### src/core_pkg.sv
// Word and instruction field widths, opcodes and the I/O addresses of the core

package core_pkg;

    localparam int WORD_WIDTH = 32;

    // Instruction layout from the top bit down: opcode, D, A, B
    localparam int OPCODE_WIDTH = 4;
    localparam int D_WIDTH = 10;
    localparam int A_WIDTH = 9;
    localparam int B_WIDTH = 9;

    // A and B memories, 512 words each
    localparam int MEM_ADDR_WIDTH = 9;
    localparam int MEM_DEPTH = 2 ** MEM_ADDR_WIDTH;

    // The input port hides the last A word
    localparam logic [A_WIDTH-1:0] IO_READ_ADDR = 9'd511;

    // First D address past the memories is the output port
    localparam logic [D_WIDTH-1:0] IO_WRITE_ADDR = 10'd512;

    // Unlisted codes behave as NOP
    typedef enum logic [OPCODE_WIDTH-1:0] {
        NOP    = 4'd0,
        ADD    = 4'd1,
        SUB    = 4'd2,
        AND    = 4'd3,
        OR     = 4'd4,
        XOR    = 4'd5,
        PASS_A = 4'd6
    } opcode_t;

endpackage

### src/control_path.sv
// Program counter and instruction memory, the F stage of the pipeline

`timescale 1ns/1ps

module control_path #(
    parameter int I_ADDR_WIDTH = 6
) (
    input  logic                            clock,
    input  logic                            rst_n,
    input  logic                            run,
    input  logic                            stall,
    input  logic                            imem_we,
    input  logic [I_ADDR_WIDTH-1:0]         imem_waddr,
    input  logic [core_pkg::WORD_WIDTH-1:0] imem_wdata,
    output logic [core_pkg::WORD_WIDTH-1:0] instr,
    output logic                            instr_valid
);

    logic [core_pkg::WORD_WIDTH-1:0] imem [2**I_ADDR_WIDTH];
    logic [I_ADDR_WIDTH-1:0]         pc;

    // Host writes land whenever they come, fetch follows the stall
    always_ff @(posedge clock) begin
        if (imem_we) begin
            imem[imem_waddr] <= imem_wdata;
        end
        if (!stall) begin
            instr <= imem[pc];
        end
    end

    // PC wraps at the end of the program memory
    always_ff @(posedge clock) begin
        if (!rst_n || !run) begin
            pc <= '0;
        end else if (!stall) begin
            pc <= pc + 1'b1;
        end
    end

    always_ff @(posedge clock) begin
        if (!rst_n) begin
            instr_valid <= 1'b0;
        end else if (!stall) begin
            instr_valid <= run;
        end
    end

endmodule

### config.mk
export PLATFORM = sky130hd
export DESIGN_NAME = control_path
export DESIGN_NICKNAME = d
export VERILOG_FILES = /design/src/core_pkg.sv /design/src/control_path.sv
export SDC_FILE = /design/constraint.sdc
export NUM_CORES = 2
export LEC_CHECK = 0
export BUFFER_PORTS_ARGS = -buffer_cell sky130_fd_sc_hd__buf_2
export CORE_MARGIN = 3
export CORE_UTILIZATION = 45
export DETAILED_ROUTE_END_ITERATION = 12
export PLACE_DENSITY = 0.71
export SKIP_CTS_REPAIR_TIMING = 1
export SLEW_MARGIN = 20
export SYNTH_ARGS = -nofsm -noshare
export SYNTH_HDL_FRONTEND = slang
export SYNTH_SLANG_ARGS = --single-unit
### constraint.sdc
create_clock -name clock -period 4.17 [get_ports clock]
set_input_delay 0.417 -clock clock [delete_from_list [all_inputs] [get_ports clock]]
set_output_delay 0.417 -clock clock [all_outputs]
set_load 0.02 [all_outputs]
==> reports/results.ini <==
[status]
status = finished clean

[pwr]
p_comb_share_pct = 3.1
seq_power_share_pct = 55.2
max-vdd-ir-drop_v = 0.000448
p_clk_share_pct = 41.7
p_sw_w = 0.00862
internal-power_w = 0.0335
swShare_pct = 20.4
power.density_nw_per_um2 = 468
p_leak_nw = 27.2

[worst_hold_path]
hp-start = stall
min_path_cells = 3
hold_path_end = pc[1]
hold_path.class = input port to flop

[critical_path]
reg2reg_to = instr[7]
path_max_fanout = 32
cp_data_required_time_ps = 4860
r2r-start = pc[2]
endpoint_kind = flop
r2r_slack_ps = 500
crit_slowest_cell = nor3_1
arrival_ps = 4360
criticalPathCategory = flop to flop
crit_path_start_kind = flop
path_buf_inv = 1
r2r_cells = 6
cp_cell_sequence = buf_4 > nand2_1 > o221ai_1 > a31oi_1 > nor3_1 > o211a_1
max_stage_delay_ps = 930
path_delay_family = simple AND/OR/NAND/NOR gates

[routing]
vias_per_cell = 6.28
vias = 38900
drc = 0
drtAntennaViolNets = 0
drt_pre_antenna_iters = 6
drt_wl_total_microns = 202000
dr.first_iter.drc_count = 5877
wl_per_cell_microns = 32.7

[grt]
grt_pass1_wl_microns = 288000
grt_max_degree = 69
grt-ovfl-total = 0
antenna_found_initial = 15
first_global_vias = 38400
grtUsageTotal_pct = 22.4

[placed_design]
portBuffers = 75
place_hpwl_microns = 117000
dp.cells = 5807
gp_congestion = 0.817

[yosys]
avgSynthCellArea_sq_um = 23.2
netlist_area_sq_um = 79100
ys.flop_type = edfxtp_1
syn_nets = 3448
ys_ff_latch = 2087
synthCells = 3404
yosysSeqAreaShare_pct = 79.2
synth_edf_count = 2080
yosys_warnings = 0
netlist-cell-type-count = 45
async_reset_ff_share_pct = 0

[timing]
finalSetupViolations = 0
period_minus_slack_ps = 3670
finalHoldViolations = 0
finalMaxSlewViolations = 0
setup-tns-final_ps = 0
tightestPinTransition_ps = 1170
rsz0062_at_grt = false
fin_skew_ps = 44.3
fin_crit_sh_pct = 88.0
fmax_mhz = 273
relSlewSlack_pct = 21.3

[clock_network]
cts_made_buffers = 196
htree_levels = 4
clock_sinks = 2087
clock_latency_ps = 840
clk_path_buf_depth = 3
cts_tree = done
clk_pin_slew_ps = 60
cts_root_buffer = clkbuf_16

[floorplan]
core_sq_um = 174000
start_util_pct = 45.4
die_w_microns = 425
dieHeight_microns = 425
dieArea_sq_um = 181000
ios = 76
core.rowCount = 153

[flow_run]
maxCapViolations = 0

[final_layout]
nets = 3728
stdcell_count = 6185
areaGrowthSynthToFinish_pct = 13.9
drive_above_1_share_pct = 29.4

flip-flops by register name, indices dropped and copies added (netlist names):
signal and flops:
imem 2048, instr 32, pc 6, instr_valid 1
how the worst max path moves through the flow:
stage             startpoint           to  depth (start not counted)
2_1_floorplan  imem_waddr[5]  imem[48][0]                          4
3_3_place_gp           pc[0]     instr[6]                          6
3_5_place_dp           pc[2]     instr[7]                          6
4_1_cts                pc[2]     instr[7]                          6
5_1_grt                pc[2]     instr[7]                          6
6_report               pc[2]     instr[7]                          6
cell usage in the layout, fill, tap and decap left out, drive strengths merged, types with 5 or more instances in the layout:
cell type     n
diode         6
inv          10
a22o         38
nand2b       11
and2          5
a31oi        13
nand2        22
mux4        482
mux2i        97
bufinv       17
mux2         12
nor3         37
edfxtp     2080
a31o          5
nor2b        12
clkbuf      244
a21o          5
clkinv       98
a21oi        32
nor2         89
o221ai       39
o211a         8
buf         267
a22oi        46
dfxtp         7
nand3        26
o22ai        55
a221oi       59
per-layer routing:
layer	vias to the layer above	global-route usage, %	wire (microns)
met1	20700	31.4	75500
met5	-	0	46
li1	15300	-	-
met3	342	4.64	22500
met2	2512	35.4	97100
met4	8	7.71	7180
layout make-up:
class                   instances  area [sq um]
inverters                       3          13.8
multi-input cells            1125         16000
clock buffers                 243          5140
well taps                    2325          2910
repair buffers                271          2220
flip-flops and latches       2087         62600
clock inverters               125          1180
diodes                          6          15.0
fillers                     13100         84200
power groups by stage:
stage	sequential (W)	combinational, W	clock (W)
finish	0.0233	0.00131	0.0176
global route	0.0233	0.00138	0.0186
CTS	0.0233	0.00131	0.0177
detailed placement	0.0237	0.00131	0
global placement	0.0237	0.00127	0
floorplan	0.0237	0.000647	0
synth_stat cells (all sizes together) (2+ instances only):
cell type | n | area (sq um)
nand2b | 11 | 68.8
clkbuf | 80 | 300
a21o | 5 | 37.5
mux2 | 12 | 135
mux2i | 97 | 971
o22ai | 55 | 344
buf | 109 | 767
nand2 | 22 | 82.6
o22a | 4 | 35.0
a22oi | 46 | 345
or3b | 2 | 17.5
a2111oi | 2 | 23.8
edfxtp | 2080 | 62500
a22o | 38 | 333
a221oi | 59 | 517
o211a | 8 | 80.1
nor2b | 12 | 75.1
dfxtp | 7 | 140
or3 | 3 | 18.8
xnor2 | 3 | 26.3
nand3b | 4 | 30.0
inv | 2 | 7.51
and3 | 2 | 12.5
a21oi | 32 | 160
nor2 | 89 | 334
mux4 | 482 | 10900
or2 | 4 | 25.0
o221ai | 39 | 342
nand3 | 26 | 130
a31oi | 13 | 81.3
and2 | 5 | 31.3
nor3 | 37 | 185
a31o | 5 | 43.8
a211oi | 2 | 15.0
cell families after synthesis:
| logic type | synth area share [%] |
|---|---|
| DFF | 79.2 |
| muxes | 15.1 |
| AOI/OAI and AO/OA | 3.00 |
| and+or+nand+nor | 1.29 |
| buffers and inverters | 1.36 |
| xor gates and xnor gates | 0.0443 |
| adders and majority gates | 0.0158 |
worst min-delay path, stage by stage:
cell	delay, ps
buf_2	180
mux2i_1	140
nor2_1	70
metrics by stage:
| step | total power [W] | area [sq um] | utilization, % | worst slack, ps | hold WS (ps) |
|---|---|---|---|---|---|
| detailed placement | 0.0251 | 83600 | 48.0 | 542 | 515 |
| global placement | 0.0250 | 83600 | 48.0 | 243 | 501 |
| finish | 0.0422 | 90000 | 51.7 | 502 | 36.2 |
| global route | 0.0433 | 90000 | 51.7 | 445 | 21.9 |
| floorplan | 0.0244 | 79100 | - | 406 | 516 |
| CTS | 0.0424 | 90000 | 51.6 | 526 | -218 |
No activity file was read; power rests on OpenSTA's default activity.
