$ cat src/core_pkg.sv
// Word and instruction field widths, opcodes and the I/O addresses of the core

package core_pkg;

    localparam int WORD_WIDTH = 32;

    // Instruction layout from the top bit down: opcode, D, A, B
    localparam int OPCODE_WIDTH = 4;
    localparam int D_WIDTH = 10;
    localparam int A_WIDTH = 9;
    localparam int B_WIDTH = 9;

    // A and B memories, 512 words each
    localparam int MEM_ADDR_WIDTH = 9;
    localparam int MEM_DEPTH = 2 ** MEM_ADDR_WIDTH;

    // The input port hides the last A word
    localparam logic [A_WIDTH-1:0] IO_READ_ADDR = 9'd511;

    // First D address past the memories is the output port
    localparam logic [D_WIDTH-1:0] IO_WRITE_ADDR = 10'd512;

    // Unlisted codes behave as NOP
    typedef enum logic [OPCODE_WIDTH-1:0] {
        NOP    = 4'd0,
        ADD    = 4'd1,
        SUB    = 4'd2,
        AND    = 4'd3,
        OR     = 4'd4,
        XOR    = 4'd5,
        PASS_A = 4'd6
    } opcode_t;

endpackage

$ cat src/host_bus_pkg.sv
// AXI4-Lite response codes and the host word address map of the loader

package host_bus_pkg;

    localparam int HOST_ADDR_WIDTH = 16;

    // Region select sits in word address bits 13:12
    localparam int REGION_LSB = 12;

    typedef enum logic [1:0] {
        REGION_IMEM   = 2'd0,
        REGION_DMEM   = 2'd1,
        REGION_OFFSET = 2'd2,
        REGION_NONE   = 2'd3
    } host_region_t;

    // Words inside the offset region
    localparam logic [1:0] OFFSET_A = 2'd0;
    localparam logic [1:0] OFFSET_B = 2'd1;
    localparam logic [1:0] OFFSET_D = 2'd2;

    typedef enum logic [1:0] {
        RESP_OKAY   = 2'd0,
        RESP_SLVERR = 2'd2
    } axi_resp_t;

endpackage

$ cat src/host_loader.sv
// AXI4-Lite write slave that loads program, data and offsets

`timescale 1ns/1ps

module host_loader #(
    parameter int I_ADDR_WIDTH = 6
) (
    input  logic                                     clock,
    input  logic                                     rst_n,
    input  logic                                     awvalid,
    output logic                                     awready,
    input  logic [host_bus_pkg::HOST_ADDR_WIDTH-1:0] awaddr,
    input  logic                                     wvalid,
    output logic                                     wready,
    input  logic [core_pkg::WORD_WIDTH-1:0]          wdata,
    output logic                                     bvalid,
    input  logic                                     bready,
    output host_bus_pkg::axi_resp_t                  bresp,
    output logic                                     imem_we,
    output logic [I_ADDR_WIDTH-1:0]                  imem_waddr,
    output logic [core_pkg::WORD_WIDTH-1:0]          imem_wdata,
    output logic                                     offset_we,
    output logic [1:0]                               offset_sel,
    output logic [core_pkg::MEM_ADDR_WIDTH-1:0]      offset_wdata,
    output logic                                     host_req,
    output logic [core_pkg::MEM_ADDR_WIDTH-1:0]      host_waddr,
    output logic [core_pkg::WORD_WIDTH-1:0]          host_wdata,
    input  logic                                     host_gnt
);

    typedef enum logic [1:0] {
        IDLE,
        WAIT_GNT,
        RESP
    } state_t;

    state_t                              state;
    host_bus_pkg::host_region_t          region;
    logic                                accept;
    logic                                waiting;
    logic [core_pkg::MEM_ADDR_WIDTH-1:0] held_addr;
    logic [core_pkg::WORD_WIDTH-1:0]     held_data;

    assign region = host_bus_pkg::host_region_t'(awaddr[host_bus_pkg::REGION_LSB +: 2]);
    assign accept = (state == IDLE) && awvalid && wvalid;
    assign waiting = (state == WAIT_GNT);
    assign awready = accept;
    assign wready = accept;
    assign bvalid = (state == RESP);

    assign imem_we = accept && (region == host_bus_pkg::REGION_IMEM);
    assign imem_waddr = awaddr[I_ADDR_WIDTH-1:0];
    assign imem_wdata = wdata;
    assign offset_we = accept && (region == host_bus_pkg::REGION_OFFSET);
    assign offset_sel = awaddr[1:0];
    assign offset_wdata = wdata[core_pkg::MEM_ADDR_WIDTH-1:0];

    // Data write is offered in the accept cycle and held until granted
    assign host_req = (accept && (region == host_bus_pkg::REGION_DMEM)) || waiting;
    assign host_waddr = waiting ? held_addr : awaddr[core_pkg::MEM_ADDR_WIDTH-1:0];
    assign host_wdata = waiting ? held_data : wdata;

    always_ff @(posedge clock) begin
        if (!rst_n) begin
            state <= IDLE;
        end else begin
            case (state)
                IDLE: begin
                    if (accept) begin
                        state <= (host_req && !host_gnt) ? WAIT_GNT : RESP;
                    end
                end
                WAIT_GNT: begin
                    if (host_gnt) begin
                        state <= RESP;
                    end
                end
                RESP: begin
                    if (bready) begin
                        state <= IDLE;
                    end
                end
                default: state <= IDLE;
            endcase
        end
    end

    always_ff @(posedge clock) begin
        if (accept) begin
            held_addr <= awaddr[core_pkg::MEM_ADDR_WIDTH-1:0];
            held_data <= wdata;
            bresp <= (region == host_bus_pkg::REGION_NONE) ? host_bus_pkg::RESP_SLVERR
                                                           : host_bus_pkg::RESP_OKAY;
        end
    end

endmodule

$ cat config.mk
export PLATFORM = sky130hd
export DESIGN_NAME = host_loader
export DESIGN_NICKNAME = d
export VERILOG_FILES = /design/src/core_pkg.sv /design/src/host_bus_pkg.sv /design/src/host_loader.sv
export SDC_FILE = /design/constraint.sdc
export NUM_CORES = 1
export LEC_CHECK = 0
export ABC_CLOCK_PERIOD_IN_PS = 4100
export BUFFER_PORTS_ARGS = -buffer_cell sky130_fd_sc_hd__buf_2
export CAP_MARGIN = 5
export CORE_MARGIN = 3
export CORE_UTILIZATION = 39
export DETAILED_ROUTE_END_ITERATION = 16
export PLACE_DENSITY = 0.81
export SETUP_SLACK_MARGIN = 0.05
export SLEW_MARGIN = 5
export SYNTH_ARGS = -nofsm -noshare
export SYNTH_HDL_FRONTEND = slang
export SYNTH_SLANG_ARGS = --single-unit
$ cat constraint.sdc
create_clock -name clock -period 4.1 [get_ports clock]
set_clock_uncertainty 0.15 [all_clocks]
set_input_delay 0.41 -clock clock [delete_from_list [all_inputs] [get_ports clock]]
set_output_delay 0.41 -clock clock [all_outputs]
set_load 0.005 [all_outputs]
==> impl_results.md <==
- Die extent in x: 86.08 um
- CTS tree: yes
- Initial antenna violation count: 0
- Min Tclk post-route: 2699 ps
- WL final: 4.635 mm
- Final count of pins violating max slew: 0
- Mapped Avg Cell Area: 15.63 um^2
- H-tree levels: 2
- Crit. End Element: primary output
- Final setup viols: 0
- Setup TNS: 0 ps
- R2R depth: 2
- WS Path Type: flip-flop to primary output
- Cells after synthesis: 160
- Largest net degree at the start of global routing: 42
- Total GRT Usage: 0.1175
- Clk sinks: 44
- Final ANT Viol Nets: 0
- Main synth FF type: edfxtp_1
- Worst-Skew Late Latency: 290 ps
- Nets: 313
- Synth warnings: 0
- PortBufs: 145
- Final Hold Viols: 0
- First-pass GRT wire length: 6.851 mm
- Ports: 152
- Worst Hold End: state[0]$_SDFFE_PN0P_
- R2r startpoint: state[1]$_SDFFE_PN0P_
- Number of diodes: 0
- Initial DRT Pass Iterations: 4
- Routability cong.: 0.7174
- Seq/Total Area, Yosys: 0.5203
- Clk slew on worst S/H paths: 80 ps
- Power, Total: 0.9458 mW
- Worst-path maximum fanout: 41
- Peak Freq: 370.5 MHz
- Pwr dens: 317.9 nW/um^2
- Fillcell total: 546
- Avg WL per Cell: 13.84 um
- Mapped Nets: 214
- Unrepaired setup endpoints after global routing: false
- Layout Area Growth over Synthesis: 18.96%
- Rel. slew slack: 0.4439
- Area of the core: 6061 um^2
- Hold path start: host_gnt
- Synth unique cells: 23
- Arrival time at the worst endpoint: 2140 ps
- DRC: 0
- Total gr overflow: 0
- Max_cap viols: 0
- Setup bufs post-CTS: 0
- Post-CTS Resized: 0
- Die area: 7410 um^2
- Vias: 1488
- Die Ht: 86.08 um
- Hold Crit Class: primary input to flip-flop
- Finished Core Util: 0.4909
- Crit start category: flip-flop
- Hold Crit Depth: 2
- R2R Path End: held_data[8]$_DFFE_PP_
- Storage element area: 1301 um^2
- Area occupied by multi-input gates: 734.5 um^2
- Period utilization: 0.6583
- Drt initial violations: 69
- Status: completed
- Post-synth design cell area: 2501 um^2
- FF+latch count, synth: 44
- Clk buf depth: 2
- Rows: 28
- Initial Util: 0.4127
- CTS root buf: clkbuf_8
- Vias/cell: 4.442
- HPWL Detailed: 3.577 mm
- Post-synth ARST share: 0
- Worst vdd ir: 0.1525 mV
- Worst Path Required: 3540 ps
- Vias in the first global route: 1344
- CTS buffer count: 5
- CTS hold repair buffers: 0
- R2R setup slack: 2070 ps
- Worst Tran Pin Value: 831.4 ps
- EDFF count, synth: 42
- LEAKAGE: 1.376 nW
- Share of cells above drive strength 1: 0.7615
[worst max-delay path, stage by stage, from the launching register on]
cell and delay, ps:
dfxtp_1 500, nor2b_4 200, buf_4 600, mux2_2 400, buf_2 130
[layout make-up]
class,count,share of cell area
tap,75,0.03154
inverter,2,0.002523
clock buffer,8,0.03028
sequential,44,0.4373
timing repair buffer,148,0.2515
multi-input combinational,58,0.2468
[Yosys cell counts, types with 2 or more instances]
cell	instances	area, um^2
buf_12	4	80.08
buf_4	51	382.9
dfxtp_1	2	40.04
edfxtp_1	42	1261
inv_1	2	7.510
mux2_4	40	600.6
nor2_1	3	11.26
[per-layer routing]
metal,track usage,wire length (um),part of all wire
met1,0.1367,1823,0.39
met2,0.2067,2371,0.51
met3,0.03650,412,0.089
met4,0.03453,27,0.0058
met5,0,0,0
[layout by cell type, fill, tap and decap left out]
cell type  Yosys  layout
mux2_4        40      40
edfxtp_1      42      42
inv_1          2       2
a32o_1         1       1
nor2b_1        1       1
a31oi_1        1       1
a21oi_1        1       1
nor2b_4        0       1
buf_4         51       3
and2b_2        1       1
nor2_1         3       3
nor3_4         0       1
o21bai_1       1       1
dfxtp_1        2       2
nand2_1        1       1
and2_1         1       1
nor4b_1        1       1
clkbuf_1       0       2
or4_1          1       1
mux2_2         1       1
clkbuf_8       0       6
conb_1         1       1
buf_2          0     145
nor3b_1        1       1
[how the worst max path moves through the flow]
stage,start,endpoint,slack [ps],cells after the start
after CTS,state[0]$_SDFFE_PN0P_,host_wdata[30],1380,4
after detailed placement,state[0]$_SDFFE_PN0P_,host_wdata[30],1720,4
after floorplan,wvalid,wready,1040,3
final,state[0]$_SDFFE_PN0P_,host_wdata[30],1400,4
after global placement,state[0]$_SDFFE_PN0P_,host_wdata[30],1750,4
after global routing,state[0]$_SDFFE_PN0P_,host_wdata[30],1270,4
[registers in the layout (all words and copies together) (netlist names)]
| signal | cells |
|---|---|
| held_data | 32 |
| held_addr | 9 |
| state | 2 |
| bresp | 1 |
[where the power goes]
group,internal [mW],switching [mW]
Sequential,0.516,0.00698
Combinational,0.0854,0.0634
Clock,0.138,0.136
Total,0.739,0.207
[through the flow]
step | area, um^2 | worst slack (ps) | std cells | hold slack (ps)
6_report | 2975 | 1401 | 335 | 155.0
5_1_grt | 2975 | 1273 | 335 | 136.8
4_1_cts | 2975 | 1378 | 335 | 138.0
3_5_place_dp | 2885 | 1721 | 327 | 458.0
3_3_place_gp | 2885 | 1754 | 327 | 443.5
2_1_floorplan | 2506 | 1041 | 160 | 339.3
[cells by family after synthesis]
group / share of synthesized area
multiplexers: 0.2446
AND/OR/NAND/NOR: 0.02952
other: 0.001499
flip-flops: 0.5203
AO/OA/AOI/OAI: 0.01151
buffers and inverters: 0.1926
(Power assumes the default switching activity.)
