===== config.mk =====
export PLATFORM = sky130hd
export DESIGN_NAME = operand_translate
export DESIGN_NICKNAME = d
export VERILOG_FILES = /design/src/core_pkg.sv /design/src/host_bus_pkg.sv /design/src/operand_translate.sv
export SDC_FILE = /design/constraint.sdc
export NUM_CORES = 1
export LEC_CHECK = 0
export BUFFER_PORTS_ARGS = -buffer_cell sky130_fd_sc_hd__buf_2
export CAP_MARGIN = 20
export CORE_UTILIZATION = 48
export DETAILED_ROUTE_END_ITERATION = 8
export PLACE_DENSITY_LB_ADDON = 0.15
export SYNTH_ARGS = -nofsm -noshare
export SYNTH_HDL_FRONTEND = slang
export SYNTH_SLANG_ARGS = --single-unit

===== constraint.sdc =====
create_clock -name clock -period 2.4 [get_ports clock]
set_clock_uncertainty 0.2 [all_clocks]
set_input_delay 0 -clock clock [delete_from_list [all_inputs] [get_ports clock]]
set_output_delay 0 -clock clock [all_outputs]
set_load 0.05 [all_outputs]

===== src/core_pkg.sv =====
// Word and instruction field widths, opcodes and the I/O addresses of the core

package core_pkg;

    localparam int WORD_WIDTH = 32;

    // Instruction layout from the top bit down: opcode, D, A, B
    localparam int OPCODE_WIDTH = 4;
    localparam int D_WIDTH = 10;
    localparam int A_WIDTH = 9;
    localparam int B_WIDTH = 9;

    // A and B memories, 512 words each
    localparam int MEM_ADDR_WIDTH = 9;
    localparam int MEM_DEPTH = 2 ** MEM_ADDR_WIDTH;

    // The input port hides the last A word
    localparam logic [A_WIDTH-1:0] IO_READ_ADDR = 9'd511;

    // First D address past the memories is the output port
    localparam logic [D_WIDTH-1:0] IO_WRITE_ADDR = 10'd512;

    // Unlisted codes behave as NOP
    typedef enum logic [OPCODE_WIDTH-1:0] {
        NOP    = 4'd0,
        ADD    = 4'd1,
        SUB    = 4'd2,
        AND    = 4'd3,
        OR     = 4'd4,
        XOR    = 4'd5,
        PASS_A = 4'd6
    } opcode_t;

endpackage


===== src/host_bus_pkg.sv =====
// AXI4-Lite response codes and the host word address map of the loader

package host_bus_pkg;

    localparam int HOST_ADDR_WIDTH = 16;

    // Region select sits in word address bits 13:12
    localparam int REGION_LSB = 12;

    typedef enum logic [1:0] {
        REGION_IMEM   = 2'd0,
        REGION_DMEM   = 2'd1,
        REGION_OFFSET = 2'd2,
        REGION_NONE   = 2'd3
    } host_region_t;

    // Words inside the offset region
    localparam logic [1:0] OFFSET_A = 2'd0;
    localparam logic [1:0] OFFSET_B = 2'd1;
    localparam logic [1:0] OFFSET_D = 2'd2;

    typedef enum logic [1:0] {
        RESP_OKAY   = 2'd0,
        RESP_SLVERR = 2'd2
    } axi_resp_t;

endpackage


===== src/operand_translate.sv =====
// Instruction decode and default-offset translation, the T stage

`timescale 1ns/1ps

module operand_translate (
    input  logic                                clock,
    input  logic                                rst_n,
    input  logic                                stall,
    input  logic [core_pkg::WORD_WIDTH-1:0]     instr,
    input  logic                                instr_valid,
    input  logic                                offset_we,
    input  logic [1:0]                          offset_sel,
    input  logic [core_pkg::MEM_ADDR_WIDTH-1:0] offset_wdata,
    output core_pkg::opcode_t                   op,
    output logic [core_pkg::D_WIDTH-1:0]        d_addr,
    output logic [core_pkg::A_WIDTH-1:0]        a_addr,
    output logic [core_pkg::B_WIDTH-1:0]        b_addr,
    output logic                                op_valid
);

    localparam int AB_WIDTH = core_pkg::A_WIDTH + core_pkg::B_WIDTH;
    localparam int D_PAD = core_pkg::D_WIDTH - core_pkg::MEM_ADDR_WIDTH;

    logic [core_pkg::MEM_ADDR_WIDTH-1:0] a_offset;
    logic [core_pkg::MEM_ADDR_WIDTH-1:0] b_offset;
    logic [core_pkg::MEM_ADDR_WIDTH-1:0] d_offset;
    logic [core_pkg::OPCODE_WIDTH-1:0]   f_op;
    logic [core_pkg::D_WIDTH-1:0]        f_d;
    logic [core_pkg::A_WIDTH-1:0]        f_a;
    logic [core_pkg::B_WIDTH-1:0]        f_b;
    logic [core_pkg::MEM_ADDR_WIDTH-1:0] d_mem;

    assign f_op = instr[core_pkg::WORD_WIDTH-1 -: core_pkg::OPCODE_WIDTH];
    assign f_d = instr[AB_WIDTH +: core_pkg::D_WIDTH];
    assign f_a = instr[core_pkg::B_WIDTH +: core_pkg::A_WIDTH];
    assign f_b = instr[core_pkg::B_WIDTH-1:0];

    // Sums wrap at the memory size
    assign d_mem = f_d[core_pkg::MEM_ADDR_WIDTH-1:0] + d_offset;

    // ------------------------------------------------------------------------
    // Default offsets, one per operand

    always_ff @(posedge clock) begin
        if (!rst_n) begin
            a_offset <= '0;
            b_offset <= '0;
            d_offset <= '0;
        end else if (offset_we) begin
            case (offset_sel)
                host_bus_pkg::OFFSET_A: a_offset <= offset_wdata;
                host_bus_pkg::OFFSET_B: b_offset <= offset_wdata;
                host_bus_pkg::OFFSET_D: d_offset <= offset_wdata;
                default: ;
            endcase
        end
    end

    // ------------------------------------------------------------------------
    // Translated operand register

    always_ff @(posedge clock) begin
        if (!stall) begin
            op <= core_pkg::opcode_t'(f_op);
            a_addr <= (f_a == core_pkg::IO_READ_ADDR) ? f_a : f_a + a_offset;
            b_addr <= f_b + b_offset;
            // Output port and unmapped D space are not shifted
            d_addr <= f_d[core_pkg::D_WIDTH-1] ? f_d : {{D_PAD{1'b0}}, d_mem};
        end
    end

    always_ff @(posedge clock) begin
        if (!rst_n) begin
            op_valid <= 1'b0;
        end else if (!stall) begin
            op_valid <= instr_valid;
        end
    end

endmodule


==> run_summary.xml <==
<?xml version="1.0" encoding="UTF-8"?>
<metrics>
  <group name="yosys">
    <metric name="synth.yosys.seq_area_share" unit="%">47.0</metric>
    <metric name="synth-edff-count" unit="">32</metric>
    <metric name="post_synth_num_cell_types" unit="">43</metric>
    <metric name="synthesis.area" unit="µm²">3230</metric>
    <metric name="synthesized_area_divided_by_synthesized_cell_count" unit="µm²">11.3</metric>
    <metric name="postSynthCellCount" unit="">286</metric>
    <metric name="number_of_nets_in_the_synthesized_netlist" unit="">361</metric>
    <metric name="yosys_register_bits" unit="">60</metric>
    <metric name="synth_ff_type" unit="">edfxtp_1</metric>
    <metric name="synthArstFlopShare" unit="%">0</metric>
    <metric name="yosys_warnings" unit="">0</metric>
  </group>
  <group name="route">
    <metric name="top_layer_used" unit="">met4</metric>
    <metric name="wl_met1" unit="mm">3.26</metric>
    <metric name="detail_route.first_pass.iterations" unit="">6</metric>
    <metric name="iter_0_drt_violations" unit="">80</metric>
    <metric name="detail_route.wl_per_cell" unit="µm">13.8</metric>
    <metric name="detail-route-antenna-nets" unit="">0</metric>
    <metric name="dr_wl_met3" unit="µm">271</metric>
    <metric name="met2_length" unit="mm">3.24</metric>
    <metric name="routed_via_density" unit="">5.03</metric>
    <metric name="wirelength" unit="mm">6.93</metric>
    <metric name="route.detailed.drc" unit="">14</metric>
    <metric name="detailroute.via_count" unit="">2528</metric>
  </group>
  <group name="sta">
    <metric name="final.setup.tns" unit="ps">0</metric>
    <metric name="final.min_clock_period" unit="ps">2300</metric>
    <metric name="layout_worst_path_cycle_share" unit="%">96.0</metric>
    <metric name="relSlewSlack" unit="%">59.6</metric>
    <metric name="hold-worst-slack" unit="ps">14.2</metric>
    <metric name="final-hold-violation-count" unit="">0</metric>
    <metric name="final-max-slew-violation-count" unit="">0</metric>
    <metric name="max_clock_freq" unit="GHz">0.434</metric>
    <metric name="setup_viol" unit="">0</metric>
    <metric name="worst-slew-pin-transition" unit="ps">604</metric>
  </group>
  <group name="pwr">
    <metric name="power.density" unit="nW/µm²">618</metric>
    <metric name="p_leak" unit="nW">1.98</metric>
    <metric name="pnr_total_power" unit="mW">2.74</metric>
    <metric name="ir_worst_vdd" unit="µV">333</metric>
  </group>
  <group name="grt">
    <metric name="globalRouteOverflowTotal" unit="">0</metric>
    <metric name="initial_antenna_violation_count" unit="">0</metric>
    <metric name="global_route.usage.total" unit="%">21.1</metric>
    <metric name="grt_start_max_net_pins" unit="">29</metric>
    <metric name="grt_pass1_vias" unit="">2576</metric>
    <metric name="grt_pass1_wl" unit="mm">11.5</metric>
  </group>
  <group name="worst_hold_path">
    <metric name="worst_hold_path_cells" unit="">4</metric>
    <metric name="min-delay-start" unit="">instr[11]</metric>
    <metric name="path_type_of_the_worst_min_delay_path" unit="">in2reg</metric>
  </group>
  <group name="floorplan">
    <metric name="initial_core_util" unit="%">50.4</metric>
    <metric name="std_cell_rows" unit="">29</metric>
    <metric name="core_area" unit="µm²">6420</metric>
    <metric name="io-pin-count" unit="">81</metric>
    <metric name="die_area" unit="µm²">7070</metric>
    <metric name="chipHeight" unit="µm">84.1</metric>
    <metric name="die_x" unit="µm">84.1</metric>
  </group>
  <group name="layout">
    <metric name="final_layout_size_suffix_gt1_share" unit="%">26.1</metric>
    <metric name="finalCoreUtilization" unit="%">69.0</metric>
    <metric name="fin_nets" unit="">496</metric>
    <metric name="finalInstanceArea" unit="µm²">4430</metric>
    <metric name="diodes" unit="">0</metric>
    <metric name="post_synthesis_to_final_layout_area_growth" unit="%">37.1</metric>
  </group>
  <group name="worst_setup_path">
    <metric name="worstSetupPathType" unit="">in2reg</metric>
    <metric name="cp-end-kind" unit="">register</metric>
    <metric name="cp_data_required_time" unit="ps">2290</metric>
    <metric name="ff2ff_path_depth" unit="">7</metric>
    <metric name="worst-r2r-setup-slack" unit="ps">120</metric>
    <metric name="critical_path.endpoint" unit="">b_addr[8]</metric>
    <metric name="crit-reg2reg-launch" unit="">b_offset[0]</metric>
    <metric name="regToRegEndpoint" unit="">b_addr[8]</metric>
    <metric name="startpoint_type" unit="">primary input</metric>
    <metric name="worst_ep_arrival_time" unit="ps">2190</metric>
    <metric name="cp_max_fo" unit="">2</metric>
    <metric name="critPathLaunch" unit="">instr[0]</metric>
  </group>
  <group name="status">
    <metric name="status" unit="">complete, but fails checks</metric>
    <metric name="violations" unit="">DRC</metric>
  </group>
  <group name="clock_network">
    <metric name="cts-buffers-inserted" unit="">9</metric>
    <metric name="tritoncts_clock_tree" unit="">yes</metric>
    <metric name="cts.clk_slew.worst_paths" unit="ps">70</metric>
    <metric name="cts_sink_cnt" unit="">60</metric>
    <metric name="cts-htree-levels" unit="">3</metric>
    <metric name="clk-insertion-delay-late" unit="ps">340</metric>
    <metric name="cts_max_path_buffers" unit="">2</metric>
    <metric name="clock-root-buffer" unit="">clkbuf_8</metric>
  </group>
  <group name="place">
    <metric name="postPlaceCellArea" unit="µm²">3710</metric>
    <metric name="portBuffers" unit="">80</metric>
    <metric name="place_hpwl" unit="mm">4.71</metric>
    <metric name="placer_s_final_routability_congestion_estimate" unit="">0.854</metric>
  </group>
  <group name="flow_run">
    <metric name="drv_cap" unit="">0</metric>
  </group>
</metrics>
## critical path, cell delays in order
cell and delay (ps):
dlygate4sd3_1 540, buf_2 120, ha_1 210, fa_2 360, a21o_1 190, a211oi_2 220, nor2_2 80, o41ai_2 370
xnor2_1 100
## cell usage after synthesis (2+ instances only)
master    count  area share, %
edfxtp_1     32             30
xor2_1        8            2.2
nor3b_1       3           0.70
ha_1         24            9.3
o21a_1        2           0.46
nand3b_1      2           0.46
xnor2_1      10            2.7
nand2_1      16            1.9
o211ai_1      2           0.46
clkbuf_1      4           0.46
nand2b_1      5           0.97
nand3_1       2           0.31
a21oi_1      11            1.7
a21o_1        2           0.46
inv_1         7           0.81
a211oi_1      3           0.70
o41ai_2       2            1.0
o21bai_1      2           0.46
o31ai_1       2           0.46
o21ai_0      14            2.2
buf_2         3           0.46
fa_1          3            1.9
nor2b_1      30            5.8
dfxtp_1      28             17
nor2_1       16            1.9
mux2i_1      29            9.0
o21ai_1       2           0.31
nor3_1        6           0.93
mux2_2        2           0.70
## layout by cell type, fill, tap and decap left out, types with 3 or more instances in the layout
| master | count |
|---|---|
| xor2_1 | 8 |
| buf_4 | 3 |
| o21ai_0 | 14 |
| mux2i_1 | 29 |
| clkbuf_8 | 10 |
| inv_1 | 7 |
| nand2b_1 | 5 |
| a21oi_1 | 10 |
| nor3b_1 | 3 |
| nor2_1 | 15 |
| ha_1 | 24 |
| edfxtp_1 | 32 |
| dlygate4sd3_1 | 49 |
| nand2_1 | 16 |
| nor3_1 | 6 |
| xnor2_1 | 10 |
| buf_2 | 80 |
| dfxtp_1 | 28 |
| nor2b_1 | 30 |
## flip-flops by register name, indices dropped and copies added (netlist names)
name,flops
op,4
d_offset,9
a_addr,9
b_addr,9
b_offset,9
op_valid,1
d_addr,10
a_offset,9
## worst min path at each step
stage	endpoint	slack [ps]
after floorplan	d_addr[9]	-100
after global placement	op[1]	-20
after detailed placement	op[2]	-20
after CTS	a_addr[3]	3
after global routing	a_addr[1]	30
final	a_addr[2]	10
## stage by stage
stage,setup WS (ps),std cells
2_1_floorplan,197,286
3_3_place_gp,118,438
6_report,95.1,503
3_5_place_dp,109,438
4_1_cts,69.5,503
5_1_grt,-1.16,503
## area by class of cell
class                           instances  area [µm²]
Sequential cell                        60        1520
Inverter                                7        26.3
Fill cell                             507        1990
Timing Repair Buffer                  132         913
Clock inverter                          6        77.6
Clock buffer                           10         138
Multi-Input combinational cell        211        1660
Tap cell                               77        96.3
## logic make-up (layout without fill, tap and decap cells)
family / count (synthesis) / count (layout) / share of synthesized area (%)
muxes: 31 / 31 / 9.67
buffers and inverters: 15 / 155 / 2.09
adders and majority gates: 27 / 27 / 11.1
DFF: 60 / 60 / 47.0
AOI/OAI and AO/OA: 50 / 50 / 11.1
and+or+nand+nor: 85 / 85 / 14.1
xor gates and xnor gates: 18 / 18 / 4.87
## routing by layer
layer / up-vias / GRT usage, %
li1: 1305 / -
met1: 1144 / 25.8
met2: 65 / 35.5
met3: 14 / 3.66
met4: 0 / 11.1
met5: - / 0
## report_power, final
group / switching, mW / internal (mW)
Clock: 0.403 / 0.602
Combinational: 0.339 / 0.222
Sequential: 0.0211 / 1.15
Total: 0.762 / 1.98
## repair_timing
action	4_1_cts	5_1_grt
hold endpoints to repair	88	0
buffers inserted	0	0
hold buffers	49	0
setup endpoints to repair	0	5
gates resized for setup	0	5
Note: power is estimated with default switching activity, not from simulation.
