[config.mk]
export PLATFORM = sky130hd
export DESIGN_NAME = mem_write_arbiter
export DESIGN_NICKNAME = d
export VERILOG_FILES = /design/src/core_pkg.sv /design/src/mem_write_arbiter.sv
export SDC_FILE = /design/constraint.sdc
export NUM_CORES = 1
export LEC_CHECK = 0
export ABC_AREA = 1
export BUFFER_PORTS_ARGS = -buffer_cell sky130_fd_sc_hd__buf_4
export CAP_MARGIN = 20
export CORE_ASPECT_RATIO = 1.2
export CORE_MARGIN = 2
export CORE_UTILIZATION = 25
export DETAILED_ROUTE_END_ITERATION = 8
export GPL_TIMING_DRIVEN = 0
export PLACE_DENSITY = 0.83
export SKIP_LAST_GASP = 1
export SYNTH_ARGS = -nofsm -noshare
export SYNTH_HDL_FRONTEND = slang
export SYNTH_SLANG_ARGS = --single-unit
export TNS_END_PERCENT = 30
[constraint.sdc]
create_clock -name vclk -period 0.8
set_input_delay 0.12 -clock vclk [all_inputs]
set_output_delay 0.12 -clock vclk [all_outputs]
set_load 0.01 [all_outputs]
[src/core_pkg.sv]
// Word and instruction field widths, opcodes and the I/O addresses of the core

package core_pkg;

    localparam int WORD_WIDTH = 32;

    // Instruction layout from the top bit down: opcode, D, A, B
    localparam int OPCODE_WIDTH = 4;
    localparam int D_WIDTH = 10;
    localparam int A_WIDTH = 9;
    localparam int B_WIDTH = 9;

    // A and B memories, 512 words each
    localparam int MEM_ADDR_WIDTH = 9;
    localparam int MEM_DEPTH = 2 ** MEM_ADDR_WIDTH;

    // The input port hides the last A word
    localparam logic [A_WIDTH-1:0] IO_READ_ADDR = 9'd511;

    // First D address past the memories is the output port
    localparam logic [D_WIDTH-1:0] IO_WRITE_ADDR = 10'd512;

    // Unlisted codes behave as NOP
    typedef enum logic [OPCODE_WIDTH-1:0] {
        NOP    = 4'd0,
        ADD    = 4'd1,
        SUB    = 4'd2,
        AND    = 4'd3,
        OR     = 4'd4,
        XOR    = 4'd5,
        PASS_A = 4'd6
    } opcode_t;

endpackage

[src/mem_write_arbiter.sv]
// Fixed-priority arbiter for the shared A/B memory write port

`timescale 1ns/1ps

module mem_write_arbiter (
    input  logic                                core_we,
    input  logic [core_pkg::MEM_ADDR_WIDTH-1:0] core_waddr,
    input  logic [core_pkg::WORD_WIDTH-1:0]     core_wdata,
    input  logic                                host_req,
    input  logic [core_pkg::MEM_ADDR_WIDTH-1:0] host_waddr,
    input  logic [core_pkg::WORD_WIDTH-1:0]     host_wdata,
    output logic                                host_gnt,
    output logic                                mem_we,
    output logic [core_pkg::MEM_ADDR_WIDTH-1:0] mem_waddr,
    output logic [core_pkg::WORD_WIDTH-1:0]     mem_wdata
);

    // Core results never wait, the host retries next cycle
    assign host_gnt = host_req && !core_we;
    assign mem_we = core_we || host_req;
    assign mem_waddr = core_we ? core_waddr : host_waddr;
    assign mem_wdata = core_we ? core_wdata : host_wdata;

endmodule

==> results of run 1 <==
-- through the flow --
step | power [mW] | utilization, % | setup WS (ps) | cells
after CTS | 0.9441 | 69.57 | 6.107 | 293
after floorplan | 0.3514 | - | 102.3 | 136
after global routing | 1.036 | 70.39 | -42.88 | 293
after global placement | 0.9341 | 69.57 | 10.67 | 293
final | 0.9456 | 70.39 | 5.840 | 293
after detailed placement | 0.9409 | 69.57 | 6.630 | 293
-- cell usage after synthesis (all sizes together) --
| master | number |
|---|---|
| nor2 | 1 |
| buf | 9 |
| nand2 | 124 |
| inv | 2 |
-- area by class of cell --
cell class | count | area, um^2
timing repair buffer | 126 | 945.9
fill | 227 | 675.6
multi-input combinational | 125 | 494.2
buffer | 9 | 112.6
tap | 31 | 38.79
inverter | 2 | 15.01
-- power by group through the flow --
| stage | combinational (mW) | sequential (mW) | clock [mW] |
|---|---|---|---|
| floorplan | 0.351 | 0 | 0 |
| global placement | 0.934 | 0 | 0 |
| detailed placement | 0.941 | 0 | 0 |
| CTS | 0.944 | 0 | 0 |
| global route | 1.04 | 0 | 0 |
| finish | 0.946 | 0 | 0 |
-- logic make-up (layout without fill, tap and decap cells) --
group	Yosys count	in the layout	synth area share (%)
simple gates	125	125	81.95
buf+inv	11	137	18.05
-- cell usage in the layout (no fill, tap or decap) --
cell / Yosys / routed
buf_4: 3 / 128
nand2_1: 114 / 114
nand2_2: 10 / 10
buf_8: 1 / 5
buf_6: 5 / 2
inv_8: 1 / 1
inv_1: 1 / 1
nor2_1: 1 / 1
-- path summary, 6_finish.rpt --
check	to	depth (start not counted)
worst min-delay path	mem_wdata[15]	4
worst max-delay path	mem_waddr[1]	6
-- per-layer routing --
| layer | up-vias | routed length [um] | track usage (%) |
|---|---|---|---|
| met4 | 0 | 23 | 1.224 |
| met2 | 58 | 1440 | 35.62 |
| met1 | 478 | 953 | 19.65 |
| met3 | 2 | 269 | 4.639 |
| met5 | - | 0 | 0 |
| li1 | 651 | - | - |
-- repair_timing --
item | in CTS | in global routing
hold endpoints to repair | 0 | 0
setup endpoints to repair | 0 | 40
resized for setup | 0 | 5
hold buffers | 0 | 0
==> impl_results.md, run 1 <==
- Initial Utilization: 26.43%
- Detailed-route DRC error count: 0
- Setup crit start kind: input port
- Final setup fails: 0
- Data arrival, critical path: 670 ps
- DR vias: 1189
- Vias in the first global route: 1044
- Clock share of power: 0%
- Worst Max-Slew Pin Slew: 101.8 ps
- Post-route ant nets: 0
- Fraction of layout cells with a size suffix above 1: 55.73%
- Seq pwr share: 0%
- Combinational power share: 100.0%
- Setup TNS: 0 ps
- Pin count of the biggest net entering global routing: 11
- Peak supply drop: 0.0003293 V
- Fin crit period: 794.2 ps
- Yosys warns: 0
- Design area: 0.001607 mm^2
- Final Hold Viols: 0
- Crit. End Element: output pin
- Crit path max-delay family: buffers and inverters
- Mean Syn Cell Area: 4.434 um^2
- Global-route wire length before repair: 4319 um
- Placer Congestion: 0.7271
- Placed cell areas: 0.001588 mm^2
- Pwr Density: 588.6 mW/mm^2
- WP data required: 680 ps
- All-Layer GR Usage: 17.88%
- Core area: 0.002282 mm^2
- Top-level I/O count: 127
- DP HPWL: 2325 um
- Cell area after synthesis: 603.1 um^2
- Cell repeated most along the worst path: buf_8
- Worst path max stage delay: 140 ps
- Post-synth cell types: 8
- Slew Limit Fails: 0
- Antenna Cells: 0
- Pint: 579.3 uW
- Final nets: 348
- Worst Setup SP: core_we
- DR iter-0 viols: 10
- CP Buf/Inv Count: 4
- Sequential area share after synthesis: 0%
- Fin crit share: 99.27%
- Min-delay worst type: in2out
- Outcome: finished clean
- Yosys top cell by area: nand2_1
- Register area: 0 um^2
- Synth Net Count: 220
- Die ar.: 0.002823 mm^2
- Clock buffers: 0
- Postcts setup bufs: 0
- Drt wl/cell: 9.171 um
- Area grow syn2layout: 166.4%
- RSZ-0062 raised after global routing: yes
- First-pass iteration count of the detailed router: 4
- Slew margin rel.: 93.21%
- Antenna violations before repair: 0
- Yosys top cell area share: 70.95%
- CP max-delay cell: buf_8
- Worst-path fanout max: 10
- Ranking of synthesized cells by area: nand2_1 (71%), nand2_2 (10%), buf_6 (9.3%), buf_4 (3.7%), buf_8 (2.5%)
- Hold Worst Slack: 509.8 ps
- Hold Crit Start: host_wdata[15]
- Overflow after GRT: 0
- DIE WIDTH: 48.84 um
- FP Rows: 19
- Worst setup path category: in2out
- Via/cell ratio: 4.058
- Pleak: 1.047 nW
- PortBufs: 126
- Switch share: 38.74%
- Mapped Cells: 136
- Maximum clock rate: 1259 MHz
- Die Ht: 57.80 um
- Drt total wl: 2687 um
- Net Switching: 366.3 uW
- Seq cells: 0
- MaxCap Viol Count: 0
- Crit-path cells: buf_8 -> inv_8 -> buf_8 -> nand2_2 -> nand2_1 -> buf_4
(Power assumes the default switching activity.)
==> run 2, diff against run 1 <==
- clock period: 0.8 -> 0.9 ns (I/O delays scaled with it)
==> run 2 against run 1 <==
Net effect: largest cell class unchanged; sequential cell count unchanged; worst hold slack better by 30 ps; largest power group unchanged; wire length fell by 1.2%.
==> impl_results.md, run 2 (synthesized netlist as in run 1, its figures left out) <==
- Outcome: finished clean (unchanged)
- All-Layer GR Usage: 17.88% (unchanged)
- DIE WIDTH: 48.84 um (unchanged)
- Peak supply drop: 0.0002923 V (was 0.0003293 V)
- Postcts setup bufs: 0 (unchanged)
- Worst setup path category: in2out (unchanged)
- RSZ-0062 raised after global routing: no (was yes)
- FP Rows: 19 (unchanged)
- Fin crit share: 90.76%
- First-pass iteration count of the detailed router: 4 (unchanged)
- Area grow syn2layout: 163.3% (was 166.4%)
- Switch share: 38.96% (was 38.74%)
- Pwr Density: 522.4 mW/mm^2 (was 588.6 mW/mm^2)
- CTS Hold Bufs: 0 (unchanged)
- Die Ht: 57.80 um (unchanged)
- Clock share of power: 0% (about the same)
- Seq cells: 0 (unchanged)
- Via/cell ratio: 4.017 (was 4.058)
- Final setup fails: 0 (unchanged)
- Crit. End Element: output pin (unchanged)
- Setup TNS: 0 ps (unchanged)
- Crit-path cells: buf_6 -> inv_8 -> buf_8 -> nand2_2 -> nand2_1 -> buf_4 (was buf_8 -> inv_8 -> buf_8 -> nand2_2 -> nand2_1 -> buf_4)
- CP max-delay cell: buf_8 (unchanged)
- Global-route wire length before repair: 4319 um (unchanged)
- Vias in the first global route: 1044 (unchanged)
- Placer Congestion: 0.7271 (unchanged)
- PortBufs: 126 (unchanged)
- Post-CTS sizing: 0 (unchanged)
- Commonest non-fill, non-tap cell in the layout: buf_4 (unchanged)
- Net Switching: 323.1 uW (was 366.3 uW)
- Min-delay worst type: in2out (unchanged)
- Data arrival, critical path: 680 ps (was 670 ps)
- Register area: 0 um^2 (unchanged)
- Antenna Cells: 0 (unchanged)
- Util after Layout: 69.57% (was 70.39%)
- Core area: 0.002282 mm^2 (unchanged)
- MaxCap Viol Count: 0 (unchanged)
- Antenna violations before repair: 0 (unchanged)
- Pin count of the biggest net entering global routing: 11 (unchanged)
- Fill cells: 228 (was 227)
- Overflow after GRT: 0 (unchanged)
- WP data required: 760 ps (was 680 ps)
- Drt wl/cell: 9.065 um (was 9.171 um)
- CP Buf/Inv Count: 4 (unchanged)
- Detailed-route DRC error count: 0 (unchanged)
- Clock buffers: 0 (unchanged)
- Die ar.: 0.002823 mm^2 (unchanged)
- Final Power: 829.4 uW (was 945.6 uW)
- Combinational power share: 100.0% (about the same)
- Final nets: 348 (unchanged)
- Slew margin rel.: 93.45% (was 93.21%)
- Post-route ant nets: 0 (unchanged)
- Hold Worst Slack: 539.3 ps (was 509.8 ps)
- DR iter-0 viols: 9 (was 10)
- Worst-path fanout max: 10 (unchanged)
- DP HPWL: 2325 um (unchanged)
- Final Hold Viols: 0 (unchanged)
- Commonest non-fill, non-tap cells in the layout: buf_4 (129), nand2_1 (114), nand2_2 (10) (was buf_4 (128), nand2_1 (114), nand2_2 (10))
- Setup crit start kind: input port (unchanged)
- Worst Max-Slew Pin Slew: 98.22 ps (was 101.8 ps)
- Fin crit period: 816.8 ps
- Top-level I/O count: 127 (unchanged)
- Initial Utilization: 26.43% (unchanged)
- Pint: 506.3 uW (was 579.3 uW)
- Maximum clock rate: 1224 MHz
- Fraction of layout cells with a size suffix above 1: 55.73% (unchanged)
- Seq pwr share: 0% (about the same)
- Drt total wl: 2656 um (was 2687 um)
- Pleak: 1.040 nW (was 1.047 nW)
- Slew Limit Fails: 0 (unchanged)
- Crit path max-delay family: buffers and inverters (unchanged)
- DR vias: 1177 (was 1189)
- Worst path max stage delay: 140 ps (about the same)
run 2: cell counts in the layout (fill, tap and decap cells not counted):
No cell type changed its count.
run 2: final timing paths:
path / start / to / cells past startpoint
worst max-delay path: core_we / mem_waddr[1] / 6
worst min-delay path: host_wdata[12] / mem_wdata[12] / 4
run 2: per-layer routing:
layer / vias to the layer above / part of all wire (%) / GRT usage (%)
li1: 649 / - / -
met1: 468 / 35 / 19.65
met5: - / 0 / 0
met4: 0 / 0.87 / 1.224
met3: 2 / 9.9 / 4.639
met2: 58 / 54 / 35.62
run 2: final cells by class:
class | instances | area, um^2 | share of cell area, %
Timing Repair Buffer | 126 | 945.9 | 59.57
Tap cell | 31 | 38.79 | 2.443
Buffer | 9 | 93.84 | 5.910
Inverter | 2 | 15.01 | 0.9456
Multi-Input combinational cell | 125 | 494.2 | 31.13
run 2: power by group through the flow:
stage               registers [mW]  clock network (mW)  logic (mW)
floorplan                        0                   0       0.312
global placement                 0                   0       0.830
detailed placement               0                   0       0.836
CTS                              0                   0       0.839
global route                     0                   0       0.911
finish                           0                   0       0.829
run 2: per-stage QoR:
stage	worst slack [ps]	instance area [um^2]	std cells
after global placement	80.67	1588	293
final	83.18	1588	293
after detailed placement	76.63	1588	293
after floorplan	172.3	603.1	136
after CTS	76.11	1588	293
after global routing	14.02	1588	293
==> run 3, diff against run 2 <==
--- a/config.mk
+++ b/config.mk
@@ -14,4 +14,4 @@
 export DETAILED_ROUTE_END_ITERATION = 8
-export GPL_TIMING_DRIVEN = 0
 export PLACE_DENSITY = 0.83
+export REMOVE_ABC_BUFFERS = 1
 export SKIP_LAST_GASP = 1
==> constraint.sdc (replaced) <==
create_clock -name vclk -period 0.9
set_input_delay 0.135 -clock vclk [all_inputs]
set_output_delay 0.135 -clock vclk [all_outputs]
set_load 0.05 [all_outputs]
==> run 3 against run 2 <==
Net effect: final cell count shrank 1.4%; final area grew 8.0%; count of clock-buffer cells in the layout is the same; die area is the same; sequential cell count is the same; critical endpoint is now mem_waddr[5]; highest routed layer unchanged.
==> impl_results.md, run 3 (synthesized netlist as in run 1, its figures left out) <==
- Final setup fails: 0 (unchanged)
- Worst setup path category: in2out (unchanged)
- Via/cell ratio: 4.308 (was 4.017)
- Die Ht: 57.80 um (unchanged)
- DR iter-0 viols: 11 (was 9)
- Fin crit share: 96.95% (was 90.76%)
- Overflow after GRT: 0 (unchanged)
- Data arrival, critical path: 740 ps (was 680 ps)
- Outcome: finished clean (unchanged)
- Detailed-route DRC error count: 0 (unchanged)
- Post-Place Worst Slack: -74.28 ps (was 76.63 ps)
- DR vias: 1245 (was 1177)
- Pint: 584.0 uW (was 506.3 uW)
- Pwr Density: 817.7 mW/mm^2 (was 522.4 mW/mm^2)
- Register area: 0 um^2 (unchanged)
- WP data required: 760 ps (about the same)
- Met2 GRT Util: 41.29% (was 35.62%)
- Postcts setup bufs: 0 (unchanged)
- Min-delay worst type: in2out (unchanged)
- PortBufs: 127 (was 126)
- Final nets: 344 (was 348)
- Peak supply drop: 0.0005393 V (was 0.0002923 V)
- Core area: 0.002282 mm^2 (unchanged)
- Pin count of the biggest net entering global routing: 43 (was 11)
- Top-level I/O count: 127 (unchanged)
- Clock share of power: 0% (about the same)
- RSZ-0062 raised after global routing: yes (was no)
- DP HPWL: 2230 um (was 2325 um)
- Slew margin rel.: 90.19% (was 93.45%)
- Grt met3 use: 2.577% (was 4.639%)
- Maximum clock rate: 1146 MHz (was 1224 MHz)
- Clock buffers: 0 (unchanged)
- Crit. End Element: output pin (unchanged)
- Antenna Cells: 0 (unchanged)
- FP Rows: 19 (unchanged)
- Vias in the first global route: 1119 (was 1044)
- Final Hold Viols: 0 (unchanged)
- Seq pwr share: 0% (about the same)
- Worst-path fanout max: 16 (was 10)
- Placer Congestion: 0.7487 (was 0.7271)
- Util after Layout: 75.16% (was 69.57%)
- Fraction of layout cells with a size suffix above 1: 55.43% (was 55.73%)
- CTS Hold Bufs: 0 (unchanged)
- Fin crit period: 872.6 ps (was 816.8 ps)
- Die ar.: 0.002823 mm^2 (unchanged)
- Area grow syn2layout: 184.4% (was 163.3%)
- Post-route ant nets: 0 (unchanged)
- Pleak: 1.072 nW (was 1.040 nW)
- Initial Utilization: 26.43% (unchanged)
- Slew Limit Fails: 0 (unchanged)
- Drt total wl: 3092 um (was 2656 um)
- Combinational power share: 100.0% (about the same)
- Commonest non-fill, non-tap cell in the layout: nand2_1 (was buf_4)
- Drt wl/cell: 10.70 um (was 9.065 um)
- DIE WIDTH: 48.84 um (unchanged)
- M1 GR Usage: 21.86% (was 19.65%)
- First-pass iteration count of the detailed router: 4 (unchanged)
- Antenna violations before repair: 0 (unchanged)
- Top Usage Layer GRT: met2 (unchanged)
- Setup crit start kind: input port (unchanged)
- All-Layer GR Usage: 19.90% (was 17.88%)
- MaxCap Viol Count: 0 (unchanged)
- Fin worst setup slack: 27.45 ps (was 83.18 ps)
- Switch share: 58.37% (was 38.96%)
- Net Switching: 818.7 uW (was 323.1 uW)
- Global-route wire length before repair: 4719 um (was 4319 um)
- Commonest non-fill, non-tap cells in the layout: nand2_1 (114), buf_4 (99), buf_6 (27) (was buf_4 (129), nand2_1 (114), nand2_2 (10))
- Worst Max-Slew Pin Slew: 147.1 ps (was 98.22 ps)
- Seq cells: 0 (unchanged)
## run 3: cell types whose count changed in the layout (fill, tap and decap cells not counted), sizes merged
cell / delta
buf: -5
clkinv: +1
## run 3: stage by stage
step / setup TNS [ps] / cells / area (um^2) / power (mW) / hold WS (ps)
detailed placement: -2107 / 287 / 1529 / 1.278 / 616.2
floorplan: -46.89 / 127 / 509.2 / 0.7049 / 445.7
global route: -17.53 / 289 / 1715 / 1.478 / 611.2
global placement: -2024 / 287 / 1529 / 1.271 / 614.6
finish: 0 / 289 / 1715 / 1.403 / 599.6
CTS: 0 / 288 / 1635 / 1.351 / 600.2
## run 3: repair_timing
action | CTS | global route
cloned | 1 | 1
endpoints found under the setup margin | 41 | 33
gates resized for setup | 22 | 16
## run 3: cell type report
cell class | instances | area [um^2]
Timing Repair inverter | 1 | 11.26
Tap cell | 31 | 38.79
Fill cell | 189 | 566.8
Multi-Input combinational cell | 125 | 496.7
Timing Repair Buffer | 130 | 1135
Inverter | 2 | 33.78
## run 3: final timing paths
| check | from | cells after the start | slack [ps] | to |
|---|---|---|---|---|
| min | host_wdata[11] | 4 | 600 | mem_wdata[11] |
| max | core_we | 5 | 30 | mem_waddr[5] |
## run 3: worst max-delay path, stage by stage
cell and delay (ps):
buf_12 140, buf_12 150, nand2_1 50, nand2_1 60, buf_4 190
## run 3: metal layers
layer	vias to the layer above	part of all wire (%)
met2	76	53
met1	522	37
li1	643	-
met5	-	0
met3	4	9.3
met4	0	0.97
## run 3: power groups by stage
stage	Sequential (mW)	Combinational, mW	Clock (mW)
2_1_floorplan	0	0.705	0
3_3_place_gp	0	1.27	0
3_5_place_dp	0	1.28	0
4_1_cts	0	1.35	0
5_1_grt	0	1.48	0
6_report	0	1.40	0
